[src/rtl/camd_cfg.svh]
`ifndef CAMD_CFG_SVH
`define CAMD_CFG_SVH

// byte address width on every command channel.
`define CAMD_ADR_W 32

// ram depth in 32-bit words.
`define CAMD_RAM_WORDS 1024

// single console register.
`define CAMD_CON_ADR 32'h10000000

`endif

[src/rtl/camd_pkg.sv]
`default_nettype none

`include "camd_cfg.svh"

package camd_pkg;

   // command beat, one per access.
   typedef struct packed {
      logic                   we;
      logic [`CAMD_ADR_W-1:0] adr;
   } camd_cmd_t;

   // write data beat with byte enables.
   typedef struct packed {
      logic [31:0] dat;
      logic [3:0]  msk;
   } camd_wdat_t;

   typedef logic [31:0] camd_rdat_t;

   // console character.
   typedef logic [7:0] camd_char_t;

endpackage

`default_nettype wire

[src/rtl/camd_decode.sv]
`default_nettype none

`include "camd_cfg.svh"

module camd_decode (
   input  wire                   clk,
   input  wire                   i_reset,
   input  wire camd_pkg::camd_cmd_t  i_ca,
   input  wire                   i_ca_vld,
   output logic                  o_ca_rdy,
   input  wire camd_pkg::camd_wdat_t i_dm,
   input  wire                   i_dm_vld,
   output logic                  o_dm_rdy,
   output camd_pkg::camd_rdat_t  o_rd,
   output logic                  o_rd_vld,
   input  wire                   i_rd_rdy,
   output camd_pkg::camd_cmd_t   o_ram_ca,
   output logic                  o_ram_ca_vld,
   input  wire                   i_ram_ca_rdy,
   output camd_pkg::camd_wdat_t  o_ram_dm,
   output logic                  o_ram_dm_vld,
   input  wire                   i_ram_dm_rdy,
   input  wire camd_pkg::camd_rdat_t i_ram_rd,
   input  wire                   i_ram_rd_vld,
   output logic                  o_ram_rd_rdy,
   output camd_pkg::camd_cmd_t   o_con_ca,
   output logic                  o_con_ca_vld,
   input  wire                   i_con_ca_rdy,
   output camd_pkg::camd_wdat_t  o_con_dm,
   output logic                  o_con_dm_vld,
   input  wire                   i_con_dm_rdy,
   input  wire camd_pkg::camd_rdat_t i_con_rd,
   input  wire                   i_con_rd_vld,
   output logic                  o_con_rd_rdy
);

   import camd_pkg::*;

   logic is_con;
   logic blocked;
   logic ca_go;
   logic dm_route;
   logic dm_con;
   logic dm_go;
   logic wr_pend;
   logic wr_tgt;
   logic rd_busy;
   logic rd_tgt;

   assign is_con  = (i_ca.adr == `CAMD_CON_ADR);
   assign blocked = rd_busy | wr_pend;

   assign o_ram_ca     = i_ca;
   assign o_con_ca     = i_ca;
   assign o_ram_ca_vld = i_ca_vld & !blocked & !is_con;
   assign o_con_ca_vld = i_ca_vld & !blocked & is_con;
   assign o_ca_rdy     = !blocked & (is_con ? i_con_ca_rdy : i_ram_ca_rdy);
   assign ca_go        = i_ca_vld & o_ca_rdy;

   // beat goes with its command, or to the recorded target later.
   assign dm_route     = wr_pend | (ca_go & i_ca.we);
   assign dm_con       = wr_pend ? wr_tgt : is_con;
   assign o_ram_dm     = i_dm;
   assign o_con_dm     = i_dm;
   assign o_ram_dm_vld = i_dm_vld & dm_route & !dm_con;
   assign o_con_dm_vld = i_dm_vld & dm_route & dm_con;
   assign o_dm_rdy     = dm_route & (dm_con ? i_con_dm_rdy : i_ram_dm_rdy);
   assign dm_go        = i_dm_vld & o_dm_rdy;

   // only the read in flight is passed back.
   assign o_rd         = rd_tgt ? i_con_rd : i_ram_rd;
   assign o_rd_vld     = rd_busy & (rd_tgt ? i_con_rd_vld : i_ram_rd_vld);
   assign o_ram_rd_rdy = i_rd_rdy & rd_busy & !rd_tgt;
   assign o_con_rd_rdy = i_rd_rdy & rd_busy & rd_tgt;

   always_ff @(posedge clk) begin
      if (i_reset) begin
         wr_pend <= 1'b0;
         wr_tgt  <= 1'b0;
         rd_busy <= 1'b0;
         rd_tgt  <= 1'b0;
      end else begin
         if (dm_go) begin
            wr_pend <= 1'b0;
         end else if (ca_go & i_ca.we) begin
            wr_pend <= 1'b1;
            wr_tgt  <= is_con;
         end

         if (ca_go & !i_ca.we) begin
            rd_busy <= 1'b1;
            rd_tgt  <= is_con;
         end else if (o_rd_vld & i_rd_rdy) begin
            rd_busy <= 1'b0;
         end
      end
   end

endmodule

`default_nettype wire

[config.mk]
export PLATFORM = sky130hd
export DESIGN_NAME = camd_decode
export DESIGN_NICKNAME = d
export VERILOG_FILES = /design/src/rtl/camd_pkg.sv /design/src/rtl/camd_decode.sv
export VERILOG_INCLUDE_DIRS = /design/src /design/src/rtl
export SDC_FILE = /design/constraint.sdc
export NUM_CORES = 1
export LEC_CHECK = 0
export BUFFER_PORTS_ARGS = -buffer_cell sky130_fd_sc_hd__buf_4
export CORE_AREA = 5 5 121 123
export DETAILED_ROUTE_END_ITERATION = 6
export DIE_AREA = 0 0 126 128
export SLEW_MARGIN = 15
export SYNTH_ARGS = -nofsm -noshare
export SYNTH_HDL_FRONTEND = slang
export SYNTH_SLANG_ARGS = --single-unit
export TNS_END_PERCENT = 5
[constraint.sdc]
create_clock -name clk -period 1.3 [get_ports clk]
set_input_delay 0.13 -clock clk [delete_from_list [all_inputs] [get_ports clk]]
set_output_delay 0.13 -clock clk [all_outputs]
set_load 0.05 [all_outputs]
* After elaboration in Yosys (flattened, before gate mapping)
Index checks and enable logic that the tools add are counted. W data, S select, Z words.
Cells by class: eq/ne operators 1, muxes and demuxes 7, bitwise operators 20, reductions and logical operators 8
Operators by type and width (number):
- $eq A32 B29 Y1 const B | 1
- $mux W32 | 1
- $and A1 B1 Y1 | 17
- $mux W1 | 6
- $logic_not A1 Y1 | 5
- $or A1 B1 Y1 | 2
- $reduce_and A2 Y1 | 1
- $reduce_bool A2 Y1 | 1
- $reduce_or A2 Y1 | 1
- $not A1 Y1 | 1
Word-level totals: register bits after elaboration 4, input bits 144

* Depth between registers and ports, before layout
depth after elaboration 10, depth in mapped cells 6

* Worst setup path after synthesis
OpenSTA, ideal clock, no wires.
path type register to output, from register wr_pend, to output port o_con_ca_vld, data arrival time 2.426 ns, data required time 1.170 ns, slack -1.256 ns, cell stages (with the launch flop) 4, path through dfxtp_1 -> clkbuf_1 -> or3b_2 -> nor4_1
Between the ends: cells in the longest elaborated chain, start to end 4
Ends and longest elaborated chain:
- start, declared | line camd_decode.sv:45 | logic wr_pend;
- start signal, assigned | line camd_decode.sv:78 | wr_pend <= 1'b0;
- start signal, assigned | line camd_decode.sv:84 | wr_pend <= 1'b0;
- start signal, assigned | line camd_decode.sv:86 | wr_pend <= 1'b1;
- $or A1 B1 Y1 | line camd_decode.sv:51 | assign blocked = rd_busy | wr_pend;
- $logic_not A1 Y1 | line camd_decode.sv:56 | assign o_con_ca_vld = i_ca_vld & !blocked & is_con;
- $and A1 B1 Y1 (2 in a row) | line camd_decode.sv:56
- end, declared | line camd_decode.sv:27 | output logic o_con_ca_vld,
Every way passes these cells.

* Worst setup path in the final report
from input port i_ca[21] (netlist name), to output port o_dm_rdy
Between the ends: cells in the longest elaborated chain, start to end 7
Ends and longest elaborated chain:
- start, declared | line camd_decode.sv:8 | input wire camd_pkg::camd_cmd_t i_ca,
- $eq A32 B29 Y1 (no source line) *
- $mux W1 | line camd_decode.sv:57 | assign o_ca_rdy = !blocked & (is_con ? i_con_ca_rdy : i_ram_ca_rdy);
- $and A1 B1 Y1 | line camd_decode.sv:57
- $and A1 B1 Y1 | line camd_decode.sv:58 | assign ca_go = i_ca_vld & o_ca_rdy;
- $and A1 B1 Y1 | line camd_decode.sv:61 | assign dm_route = wr_pend | (ca_go & i_ca.we);
- $or A1 B1 Y1 | line camd_decode.sv:61
- $and A1 B1 Y1 * | line camd_decode.sv:67 | assign o_dm_rdy = dm_route & (dm_con ? i_con_dm_rdy : i_ram_dm_rdy);
- end, declared | line camd_decode.sv:13 | output logic o_dm_rdy,
Every way passes the cells marked *; elsewhere a longest branch is shown, timed or not.

==> impl_metrics.py <==
metrics = {
    "die": {
        "rows": 43,
        "dieHeight_um": 128,
        "ioPinCount": 323,
        "core_area_um2": 13600,
        "dieArea_um2": 16100,
        "initial_core_util_pct": 14.0,
        "die_x_um": 126,
    },
    "synthesis": {
        "syn_avg_cell_area_um2": 8.19,
        "netlist_area_um2": 1900,
        "synth.distinct_cells": 31,
        "yosys_warnings": 0,
        "synth.net_count": 376,
        "syn_inst": 232,
        "ys_seq_area_share_pct": 4.21,
        "synth-seq-cells": 4,
        "synthTopCellsByArea": "buf_4 55%, mux2_2 20%, dfxtp_1 4.2%, mux2i_1 2.1%, nor4_1 1.6%",
        "yosysTopAreaCell": "buf_4",
        "synth_top_area_share_pct": 54.5,
    },
    "timing": {
        "setup_ws_ps": -496,
        "fin_crit_sh_pct": 138,
        "relSlewSlack_pct": 80.2,
        "finClkSkew_ps": 0.823,
        "drv_slew": 0,
        "hold_ws_ps": 129,
        "setup_tns_ps": -6900,
        "min_period_ps": 1800,
        "grt_setup_unrepaired": "yes",
        "final_hold_viol_count": 0,
        "setup_viol": 42,
        "tightest_slew_ps": 295,
        "fmax_ghz": 0.557,
    },
    "critical_path": {
        "r2r-start": "rd_busy$_SDFFE_PP0P_",
        "r2r_cells": 6,
        "cp-start-kind": "primary input",
        "arrival_ps": 1670,
        "endpoint_kind": "primary output",
        "critPathCapture": "o_dm_rdy",
        "cp-startpoint": "i_ca[21]",
        "r2r_setup_slack_ps": -190,
        "cp_max_fo": 3,
        "cp.required_ps": 1170,
        "reg2reg_to": "wr_pend$_SDFFE_PP0P_",
        "critPathKind": "primary input to primary output",
    },
    "final_layout": {
        "layout.nets": 501,
        "drive_gt1_share_pct": 91.8,
        "final_cell_mix": "216 x buf_4, 45 x buf_6, 31 x mux2_2",
        "final_util_pct": 25.5,
        "area_delta_synth_final_pct": 82.0,
        "layout_commonest_cell": "buf_4",
        "final_area_um2": 3460,
        "diodes": 0,
        "layoutNonFillerInstCount": 535,
    },
    "detailed_routing": {
        "totalWireLength_um": 7780,
        "ant_nets": 0,
        "vias": 1886,
        "firstDrtPassIters": 4,
        "drc": 0,
        "drt_iter0_drc": 26,
        "wl_per_cell_um": 14.5,
        "avgViaCountPerCell": 3.53,
    },
    "placement": {
        "numPortBuffers": 214,
        "dpl.hpwl_um": 6740,
        "placed_cells": 527,
        "place_area_um2": 3060,
        "place_ws_ps": -738,
        "gp_congestion": 0.831,
    },
    "power_and_ir_drop": {
        "power.density_nw_per_um2": 605,
        "ir_drop_uv": 305,
        "p_leak_nw": 1.72,
        "p_total_mw": 2.09,
    },
    "outcome": {
        "status": "finished with violations",
        "violations": "setup timing",
    },
    "clocking": {
        "cts_root_buffer": "clkbuf_16",
        "cts.sink_count": 4,
        "cts_buffer_depth": 2,
        "cts_max_level": 1,
        "cts_tree": "built",
        "numCtsBuffers": 3,
        "path_clk_slew_ps": 30,
        "clock_latency_ps": 220,
    },
    "grt": {
        "grt_max_degree": 38,
        "antenna_found_initial": 0,
        "grt_pass1_vias": 2045,
        "overflow": 0,
        "grt_usage_pct": 8.33,
        "grt_first_pass_wirelength_um": 10900,
    },
    "worst_hold_path": {
        "hold_path_class": "primary input to flop",
        "whs_path_depth": 2,
    },
    "flow_run": {
        "cap_violations": 0,
    },
}
[cell usage after synthesis (all sizes together)]
master	instances
nand3b	2
clkbuf	5
o311a	1
nor3b	1
or3b	1
nor3	3
o22ai	1
o21a	1
nand4	1
nand3	1
nor4b	1
a21o	1
mux2	33
buf	138
o41ai	1
nand2	7
nor2	5
and3	2
nand2b	1
and3b	2
nor4	8
dfxtp	4
mux2i	4
and2	1
a22oi	2
a31oi	1
a32o	1
nor2b	3
[worst min path at each step]
stage / start / endpoint / slack [ps]
6_report: i_reset / rd_tgt$_SDFFE_PP0P_ / 130
5_1_grt: i_reset / rd_tgt$_SDFFE_PP0P_ / 130
4_1_cts: i_reset / rd_tgt$_SDFFE_PP0P_ / 120
3_5_place_dp: i_dm[2] / o_con_dm[2] / 260
3_3_place_gp: i_dm[2] / o_con_dm[2] / 260
2_1_floorplan: i_reset / rd_tgt$_SDFFE_PP0P_ / 200
[registers in the layout, summed over array words and instances, names as in the netlist]
register	count
rd_busy	1
rd_tgt	1
wr_pend	1
wr_tgt	1
[where the power goes]
group          internal (mW)  leakage [nW]  switching [mW]
registers              0.127        0.0334         0.00358
logic                  0.615          1.65           0.877
clock network          0.392        0.0370          0.0781
total                   1.13          1.72           0.959
[critical path, cell delays in order]
cell	delay [ps]
buf_4	120
nor4_4	260
nand4_2	180
nor3_4	290
buf_6	150
mux2i_1	170
a32o_2	210
buf_8	150
[per-layer routing]
layer | routed length (µm) | global-route usage, % | part of all wire, %
met1 | 2780 | 9.71 | 36
met2 | 4170 | 14.6 | 54
met3 | 586 | 2.21 | 7.5
met4 | 234 | 3.09 | 3.0
met5 | 0 | 0 | 0
[cells by family after synthesis]
logic type      share of synthesized area (%)
buf+inv                                  55.5
simple gates                             14.5
mux                                      21.7
compound gates                           4.15
flops                                    4.21
[timing repair]
item,CTS,global route
buffers inserted,2,3
resized for setup,54,15
pin swaps,8,9
setup endpoints to repair,44,44
hold buffers,0,0
[layout make-up]
class	count	area (µm²)
repair buffers	263	2160
clock buffers	3	75.1
fillers	1494	10100
flip-flops and latches	4	82.6
well taps	180	225
multi-input cells	85	912
No activity file was read; power rests on OpenSTA's default activity.
