## config.mk

```make
export PLATFORM = sky130hd
export DESIGN_NAME = camd_console
export DESIGN_NICKNAME = d
export VERILOG_FILES = /design/src/rtl/camd_pkg.sv /design/src/rtl/camd_console.sv
export VERILOG_INCLUDE_DIRS = /design/src /design/src/rtl
export SDC_FILE = /design/constraint.sdc
export NUM_CORES = 1
export LEC_CHECK = 0
export ABC_AREA = 1
export ABC_CLOCK_PERIOD_IN_PS = 5950
export BUFFER_PORTS_ARGS = -buffer_cell sky130_fd_sc_hd__buf_2
export CAP_MARGIN = 20
export CELL_PAD_IN_SITES_DETAIL_PLACEMENT = 1
export CELL_PAD_IN_SITES_GLOBAL_PLACEMENT = 1
export CORE_MARGIN = 2
export CORE_UTILIZATION = 40
export CTS_BUF_LIST = sky130_fd_sc_hd__clkbuf_8
export CTS_CLUSTER_DIAMETER = 120
export CTS_CLUSTER_SIZE = 25
export DETAILED_ROUTE_END_ITERATION = 8
export GPL_TIMING_DRIVEN = 0
export PLACE_DENSITY = 0.9
export SLEW_MARGIN = 15
export SYNTH_ARGS = -nofsm -noshare
export SYNTH_HDL_FRONTEND = slang
export SYNTH_SLANG_ARGS = --single-unit
```

## constraint.sdc

```tcl
create_clock -name clk -period 5.95 [get_ports clk]
set_clock_uncertainty 0.15 [all_clocks]
set_input_delay 1.4875 -clock clk [delete_from_list [all_inputs] [get_ports clk]]
set_output_delay 1.4875 -clock clk [all_outputs]
set_load 0.05 [all_outputs]
```

## src/rtl/camd_cfg.svh

```systemverilog
`ifndef CAMD_CFG_SVH
`define CAMD_CFG_SVH

// byte address width on every command channel.
`define CAMD_ADR_W 32

// ram depth in 32-bit words.
`define CAMD_RAM_WORDS 1024

// single console register.
`define CAMD_CON_ADR 32'h10000000

`endif

```

## src/rtl/camd_pkg.sv

```systemverilog
`default_nettype none

`include "camd_cfg.svh"

package camd_pkg;

   // command beat, one per access.
   typedef struct packed {
      logic                   we;
      logic [`CAMD_ADR_W-1:0] adr;
   } camd_cmd_t;

   // write data beat with byte enables.
   typedef struct packed {
      logic [31:0] dat;
      logic [3:0]  msk;
   } camd_wdat_t;

   typedef logic [31:0] camd_rdat_t;

   // console character.
   typedef logic [7:0] camd_char_t;

endpackage

`default_nettype wire

```

## src/rtl/camd_console.sv

```systemverilog
`default_nettype none

module camd_console (
   input  wire                   clk,
   input  wire                   i_reset,
   input  wire camd_pkg::camd_cmd_t  i_ca,
   input  wire                   i_ca_vld,
   output logic                  o_ca_rdy,
   input  wire camd_pkg::camd_wdat_t i_dm,
   input  wire                   i_dm_vld,
   output logic                  o_dm_rdy,
   output camd_pkg::camd_rdat_t  o_rd,
   output logic                  o_rd_vld,
   input  wire                   i_rd_rdy,
   output camd_pkg::camd_char_t  o_char,
   output logic                  o_char_vld,
   input  wire                   i_char_rdy
);

   import camd_pkg::*;

   logic       wr_pend;
   logic       ca_go;
   logic       dm_go;
   logic       char_go;
   logic       char_full;
   camd_char_t char_q;
   logic       char_vld_q;
   camd_rdat_t count;
   camd_rdat_t rd_q;
   logic       rd_vld_q;

   assign o_ca_rdy = !wr_pend & !(rd_vld_q & !i_rd_rdy);
   assign ca_go    = i_ca_vld & o_ca_rdy;

   // a full, stalled character register holds off the data beat.
   assign char_full = char_vld_q & !i_char_rdy;
   assign o_dm_rdy  = (wr_pend | (ca_go & i_ca.we)) & !char_full;
   assign dm_go     = i_dm_vld & o_dm_rdy;
   assign char_go   = char_vld_q & i_char_rdy;

   assign o_char     = char_q;
   assign o_char_vld = char_vld_q;
   assign o_rd       = rd_q;
   assign o_rd_vld   = rd_vld_q;

   always_ff @(posedge clk) begin
      if (i_reset) begin
         wr_pend    <= 1'b0;
         char_vld_q <= 1'b0;
         rd_vld_q   <= 1'b0;
         count      <= '0;
      end else begin
         if (dm_go) begin
            wr_pend <= 1'b0;
         end else if (ca_go & i_ca.we) begin
            wr_pend <= 1'b1;
         end

         // beats without byte 0 are dropped.
         if (dm_go & i_dm.msk[0]) begin
            char_vld_q <= 1'b1;
         end else if (char_go) begin
            char_vld_q <= 1'b0;
         end

         if (char_go) begin
            count <= count + 32'd1;
         end

         if (ca_go & !i_ca.we) begin
            rd_vld_q <= 1'b1;
         end else if (rd_vld_q & i_rd_rdy) begin
            rd_vld_q <= 1'b0;
         end
      end
   end

   always_ff @(posedge clk) begin
      if (dm_go & i_dm.msk[0]) begin
         char_q <= i_dm.dat[7:0];
      end
      if (ca_go & !i_ca.we) begin
         rd_q <= count;
      end
   end

endmodule

`default_nettype wire

```

# == Yosys cells after proc, flatten, opt, wreduce, memory -nomap -nowiden ==
# Cells that the tools add are included.
# op_classes
add_sub_neg,1
n_mux,4
bitwise,12
reduce_logical,9
# op_table
cell,n
32-bit by 1-bit adder with 32-bit output (second input constant),1
1-bit AND,11
1-bit zero test,6
1-bit 2-to-1 mux,4
2-bit nonzero test,2
2-bit OR reduction,1
1-bit bitwise OR,1
# totals
ff_bits,75
in_bits,75
out_inout_bits,44
wordCells,32

# == Logic depth before layout (Yosys ltp) ==
# Gate-level depths: netlist of the first run.
# depth
ltp_word,11
mapped_depth,10
mapped_depth_nobuf,10

# == Worst setup path before layout of the first run ==
# No wires, ideal clock.
# synth_path
kind,input to output
start,input i_rd_rdy
end,output o_dm_rdy
t_arrival_ns,2.848
t_required_ns,4.313
setup_slack_ns,1.465
cell_stages,4
path_buffers,0
path_cell_list,inv_1 nand2_1 nand4_1 a21boi_0
# synth_between
elab_chain_len,8
# synth_rtl
item,line,rtl
from (decl),camd_console.sv:14,"input wire i_rd_rdy,"
1-bit zero test,camd_console.sv:33,assign o_ca_rdy = !wr_pend & !(rd_vld_q & !i_rd_rdy);
1-bit AND,camd_console.sv:33,
1-bit zero test,camd_console.sv:33,
1-bit AND,camd_console.sv:33,
1-bit AND,camd_console.sv:34,assign ca_go = i_ca_vld & o_ca_rdy;
1-bit AND,camd_console.sv:38,assign o_dm_rdy = (wr_pend | (ca_go & i_ca.we)) & !char_full;
1-bit bitwise OR,camd_console.sv:38,
1-bit AND,camd_console.sv:38,
to (decl),camd_console.sv:11,"output logic o_dm_rdy,"
# No other way between the ends.

# == Worst setup path in the final report of the first run ==
# Same ends and word-level chain as after synthesis.

==> impl_metrics.tcl, run 1 <==
set metrics [dict create \
    grt_max_degree 22 \
    clk_latency_ns 0.36 \
    synth_cells 333 \
    die_w_um 92.5 \
    async_reset_ff_frac 0 \
    cts-root-buf "clkbuf_8" \
    die_y_um 92.5 \
    worst_pin_slew_ns 0.624 \
    die_area_um2 8560 \
    synth_area_leaders "edfxtp_1 38%, dfxtp_1 22%, nand2_1 7.5%" \
    syn_to_final_growth_pct 21.6 \
    rsz0062_at_grt "no" \
    ys_seq_area_frac 0.607 \
    p_per_area_nw_per_um2 287 \
    path_max_fanout 2 \
    cts_buffer_depth 2 \
    nFillCells 905 \
    viasPerCell 5.22 \
    arrival_ns 2.46 \
    status "finished, final reports clean" \
    hp-start "count[14]" \
    synth.most_common_cell "nand2_1" \
    layout_min_cycle_time_ns 4.09 \
    cts_sinks 75 \
    syn_area_um2 3130 \
    ys_seq_elements 75 \
    start_util 0.410 \
    htree_levels 3 \
    dr.pass1.iters 4 \
    grt_first_pass_wirelength_um 14300 \
    ys_types 28 \
    fin_nets 480 \
    crit_path_start "i_rd_rdy" \
    hold_slack_ns 0.299 \
    dpl.hpwl_um 5890 \
    crit_path_end_kind "output pin" \
    ios 119 \
    max_stage_delay_ns 0.33 \
    synthesis.nets 409 \
    total_leakage_power_nw 1.60 \
    cp_slowest_cell "buf_2" \
    setup_viol 0 \
    overflow 0 \
    drt-initial-drc-count 105 \
    numCtsBuffers 9 \
    row_count 32 \
    place_congestion 0.821 \
    max_freq_ghz 0.244 \
    core_um2 7650 \
    ys_warn_count 0 \
    synth-edff-count 40 \
    post_cts_resized 0 \
    grt_use_total 0.216 \
    synth_flop_cell "edfxtp_1" \
    hold_class "reg2reg" \
    cp_common_cell "buf_2" \
    drc 0 \
    yosys.area.top_type "edfxtp_1" \
    cts_tree "done" \
    drv_cap 0 \
    wl_um 8770 \
    path_cells "buf_2 -> inv_1 -> nand2_1 -> nand4_1 -> a21boi_0 -> buf_2" \
    slew_violations 0 \
    cts.reportedPaths.clkPinSlew_ns 0.08 \
    setup-tns-final_ns 0 \
    ir_drop_mv 0.0973 \
    antenna_found_initial 0 \
    diodes 0 \
    hold_violations 0 \
    portBuffers 59 \
    postCtsSetupBuffers 0 \
    ant_nets 0 \
    vias 2668 \
    postCtsHoldBufs 0 \
    synth.avg_cell_area_um2 9.41 \
    min_period_over_period 0.688 \
    wire_per_inst_um 17.2 \
    critPathLaunchType "input pin" \
    path_class "in2out" \
    grt_pass1_vias 2932 \
    synth_top_area_frac 0.383 \
    synthTopCellsByCount "63 x nand2_1, 53 x nor2_1, 44 x inv_1" \
    drive_gt1_frac 0.230 \
    r2r-start "count[1]" \
    required_ns 4.31 \
    slew_headroom 0.584 \
]
-- cell families (layout without fill, tap and decap cells) --
family	Yosys count	count (layout)	share of synthesized area
buf+inv	49	125	0.0595
flops	75	75	0.607
fa+ha+maj	1	1	0.00399
simple gates	177	177	0.273
compound gates	28	28	0.0487
xor+xnor	3	3	0.00838
-- flip-flops by register name (all words and copies together), names as in the netlist --
name and flops:
wr_pend 1, o_char 8, count 32, o_rd_vld 1, o_char_vld 1, o_rd 32
-- worst paths after layout --
| kind | to | slack, ns | cells after the start |
|---|---|---|---|
| hold / removal | o_rd[14] | 0.30 | 0 |
| setup / recovery | o_dm_rdy | 1.86 | 6 |
| hold reg to reg | o_rd[14] | 0.30 | 0 |
| setup reg to reg | count[22] | 4.06 | 9 |
-- routing by layer --
layer  global-route usage  up-vias  part of all wire
li1                     -     1236                 -
met1                0.230     1311              0.38
met2                0.400       93              0.53
met3               0.0366       28             0.046
met4                0.126        0             0.036
met5                    0        -                 0
-- worst max-delay path, delay by kind of cell --
| family | cells | cell delay [ns] |
|---|---|---|
| buf+inv | 3 | 0.46 |
| compound gates | 1 | 0.32 |
| simple gates | 2 | 0.19 |
-- cells in the final DEF, fill, tap and decap left out, drive strengths merged --
master,Yosys,routed
bufinv,0,2
a21oi,16,16
o21a,3,3
clkinvlp,0,1
edfxtp,40,40
nor2,63,63
a21boi,1,1
inv,44,45
nand2,67,67
clkinv,1,4
and2,1,1
nand4,15,15
ha,1,1
buf,2,62
a21o,1,1
nand3,27,27
and3,1,1
clkbuf,2,11
o21ai,7,7
xor2,1,1
xnor2,2,2
nor3,3,3
dfxtp,35,35
-- metrics by stage --
stage	setup slack, ns	utilization	instances	instance area [um^2]	power [mW]
final	1.86	0.498	511	3810	1.09
after global routing	1.80	0.498	511	3810	1.12
after CTS	1.90	0.498	511	3810	1.09
after detailed placement	1.95	0.470	495	3590	0.666
after global placement	1.54	0.465	494	3560	0.659
after floorplan	1.46	-	333	3130	0.637
-- where the power goes --
group / total (mW) / switching [mW] / internal, mW
clock network: 0.437 / 0.202 / 0.235
logic: 0.0942 / 0.0748 / 0.0194
registers: 0.560 / 0.00404 / 0.556
total: 1.09 / 0.281 / 0.811
-- final cells by class --
class / instances / area (um^2) / share of cell area
clock buffers: 9 / 124 / 0.0325
multi-input cells: 209 / 1050 / 0.277
clock inverters: 7 / 93.8 / 0.0246
well taps: 102 / 128 / 0.0335
plain buffers: 4 / 17.5 / 0.00460
flip-flops and latches: 75 / 1900 / 0.499
repair buffers: 60 / 323 / 0.0847
inverters: 45 / 169 / 0.0443
(Power assumes the default switching activity.)
==> run 2: changes to the inputs <==
--- a/config.mk
+++ b/config.mk
@@ -7,19 +7,19 @@
 export NUM_CORES = 1
 export LEC_CHECK = 0
 export ABC_AREA = 1
-export ABC_CLOCK_PERIOD_IN_PS = 5950
+export ABC_CLOCK_PERIOD_IN_PS = 3500
 export BUFFER_PORTS_ARGS = -buffer_cell sky130_fd_sc_hd__buf_2
 export CAP_MARGIN = 20
 export CELL_PAD_IN_SITES_DETAIL_PLACEMENT = 1
 export CELL_PAD_IN_SITES_GLOBAL_PLACEMENT = 1
 export CORE_MARGIN = 2
-export CORE_UTILIZATION = 40
+export CORE_UTILIZATION = 33
 export CTS_BUF_LIST = sky130_fd_sc_hd__clkbuf_8
 export CTS_CLUSTER_DIAMETER = 120
 export CTS_CLUSTER_SIZE = 25
 export DETAILED_ROUTE_END_ITERATION = 8
 export GPL_TIMING_DRIVEN = 0
-export PLACE_DENSITY = 0.9
+export PLACE_DENSITY = 0.8
 export SLEW_MARGIN = 15
 export SYNTH_ARGS = -nofsm -noshare
 export SYNTH_HDL_FRONTEND = slang
==> constraint.sdc (replaced) <==
create_clock -name clk -period 3.5 [get_ports clk]
set_clock_uncertainty 0.15 [all_clocks]
set_input_delay 0.875 -clock clk [delete_from_list [all_inputs] [get_ports clk]]
set_output_delay 0.875 -clock clk [all_outputs]
set_load 0.05 [all_outputs]
==> run 2 against run 1 <==
Net effect: critical path depth is the same; power grew 71%; clock power grew 73%; first-iteration DRC count shrank 16%; sequential share of layout area shrank 0.57 points; worst hold slack gained 0.019 ns; register-to-register slack lost 2.3 ns; via count shrank 4.1%; sequential power grew 70%; critical endpoint unchanged.
==> impl_metrics.tcl, run 2 (synthesized netlist as in run 1, its figures left out) <==
set metrics [dict create \
    cts_sinks 75 \
    postCtsSetupBuffers 0 \
    path_class "in2out" \
    cts_buffer_depth 2 \
    required_ns 2.47 \
    final_cell_mix "63 x nand2_1, 61 x buf_2, 52 x nor2_1, 45 x inv_1, 40 x edfxtp_1" \
    cts-root-buf "clkbuf_8" \
    drc 0 \
    die_y_um 101 \
    row_count 35 \
    grt_max_degree 20 \
    portBuffers 59 \
    postCtsHoldBufs 0 \
    syn_to_final_growth_pct 23.0 \
    nFillCells 1098 \
    wire_per_inst_um 14.3 \
    dpl.hpwl_um 5640 \
    die_w_um 101 \
    final_common_cell "nand2_1" \
    ant_nets 0 \
    htree_levels 3 \
    fin_nets 480 \
    pre_cts_slack_ns 0.777 \
    grt.busiest_layer "met2" \
    grt_pass1_vias 2655 \
    vias 2558 \
    drive_gt1_frac 0.230 \
    r2r_setup_slack_ns 1.73 \
    overflow 0 \
    max_freq_ghz 0.369 \
    cts_tree "done" \
    post_cts_resized 0 \
    setup_viol 0 \
    use_met3 0.0352 \
    place_area_um2 3630 \
    place_congestion 0.810 \
    status "finished, final reports clean" \
    p_per_area_nw_per_um2 484 \
    setup-tns-final_ns 0 \
    drv_cap 0 \
    core_um2 9240 \
    diodes 0 \
    grt_first_pass_wirelength_um 12600 \
    numCtsBuffers 9 \
    fin_ws_ns 0.787 \
    ios 119 \
    crit_path_end_kind "output pin" \
    hold_class "reg2reg" \
    worst_pin_slew_ns 0.577 \
    path_max_fanout 2 \
    start_util 0.339 \
    drt-initial-drc-count 88 \
    grt_use_met2 0.281 \
    viasPerCell 4.75 \
    arrival_ns 1.69 \
    grt_use_total 0.159 \
    min_period_over_period 0.775 \
    die_area_um2 10300 \
    final_cell_area_um2 3850 \
    cts.reportedPaths.clkPinSlew_ns 0.07 \
    hold_violations 0 \
    wl_um 7680 \
    total_leakage_power_nw 1.60 \
    ir_drop_mv 0.176 \
    slew_violations 0 \
    gr-usage-met1 0.185 \
    rsz0062_at_grt "no" \
    layout_min_cycle_time_ns 2.71 \
    critPathLaunchType "input pin" \
    slew_headroom 0.615 \
    antenna_found_initial 0 \
    clk_latency_ns 0.35 \
    dr.pass1.iters 4 \
]
[run 2: through the flow]
stage	hold slack (ns)	total power [mW]	utilization	std cells
3_3_place_gp	0.303	1.12	0.389	521
4_1_cts	0.317	1.88	0.417	538
3_5_place_dp	0.300	1.13	0.392	522
6_report	0.317	1.86	0.417	538
5_1_grt	0.325	1.92	0.417	538
2_1_floorplan	0.253	1.08	-	333
[run 2: layout make-up]
type / instances / area [um^2] / share of cell area
well taps: 129 / 161 / 0.0419
clock buffers: 11 / 151 / 0.0393
repair buffers: 60 / 323 / 0.0838
inverters: 45 / 169 / 0.0438
multi-input cells: 209 / 1050 / 0.273
flip-flops and latches: 75 / 1900 / 0.494
clock inverters: 5 / 76.3 / 0.0198
plain buffers: 4 / 17.5 / 0.00455
[run 2: worst paths after layout]
| check | startpoint | endpoint | depth (start not counted) |
|---|---|---|---|
| worst max-delay path | i_rd_rdy | o_dm_rdy | 6 |
| worst min-delay path | count[30] | o_rd[30] | 0 |
| worst max register to register | o_rd_vld | o_rd[22] | 6 |
| worst min register to register | count[30] | o_rd[30] | 0 |
[run 2: worst max-delay path: stages]
cell      delay, ns
buf_2          0.08
inv_1          0.03
nand2_1        0.06
nand4_1        0.10
a21boi_0       0.23
buf_2          0.31
[run 2: where the power goes]
part	total, mW	internal, mW	switching [mW]
clock	0.755	0.437	0.318
sequential	0.953	0.946	0.00655
combinational	0.156	0.0330	0.123
total	1.86	1.42	0.448
[run 2: routing by layer]
layer,up-vias,share of wire
li1,1238,-
met1,1239,0.41
met2,69,0.51
met3,12,0.051
met4,0,0.021
met5,-,0
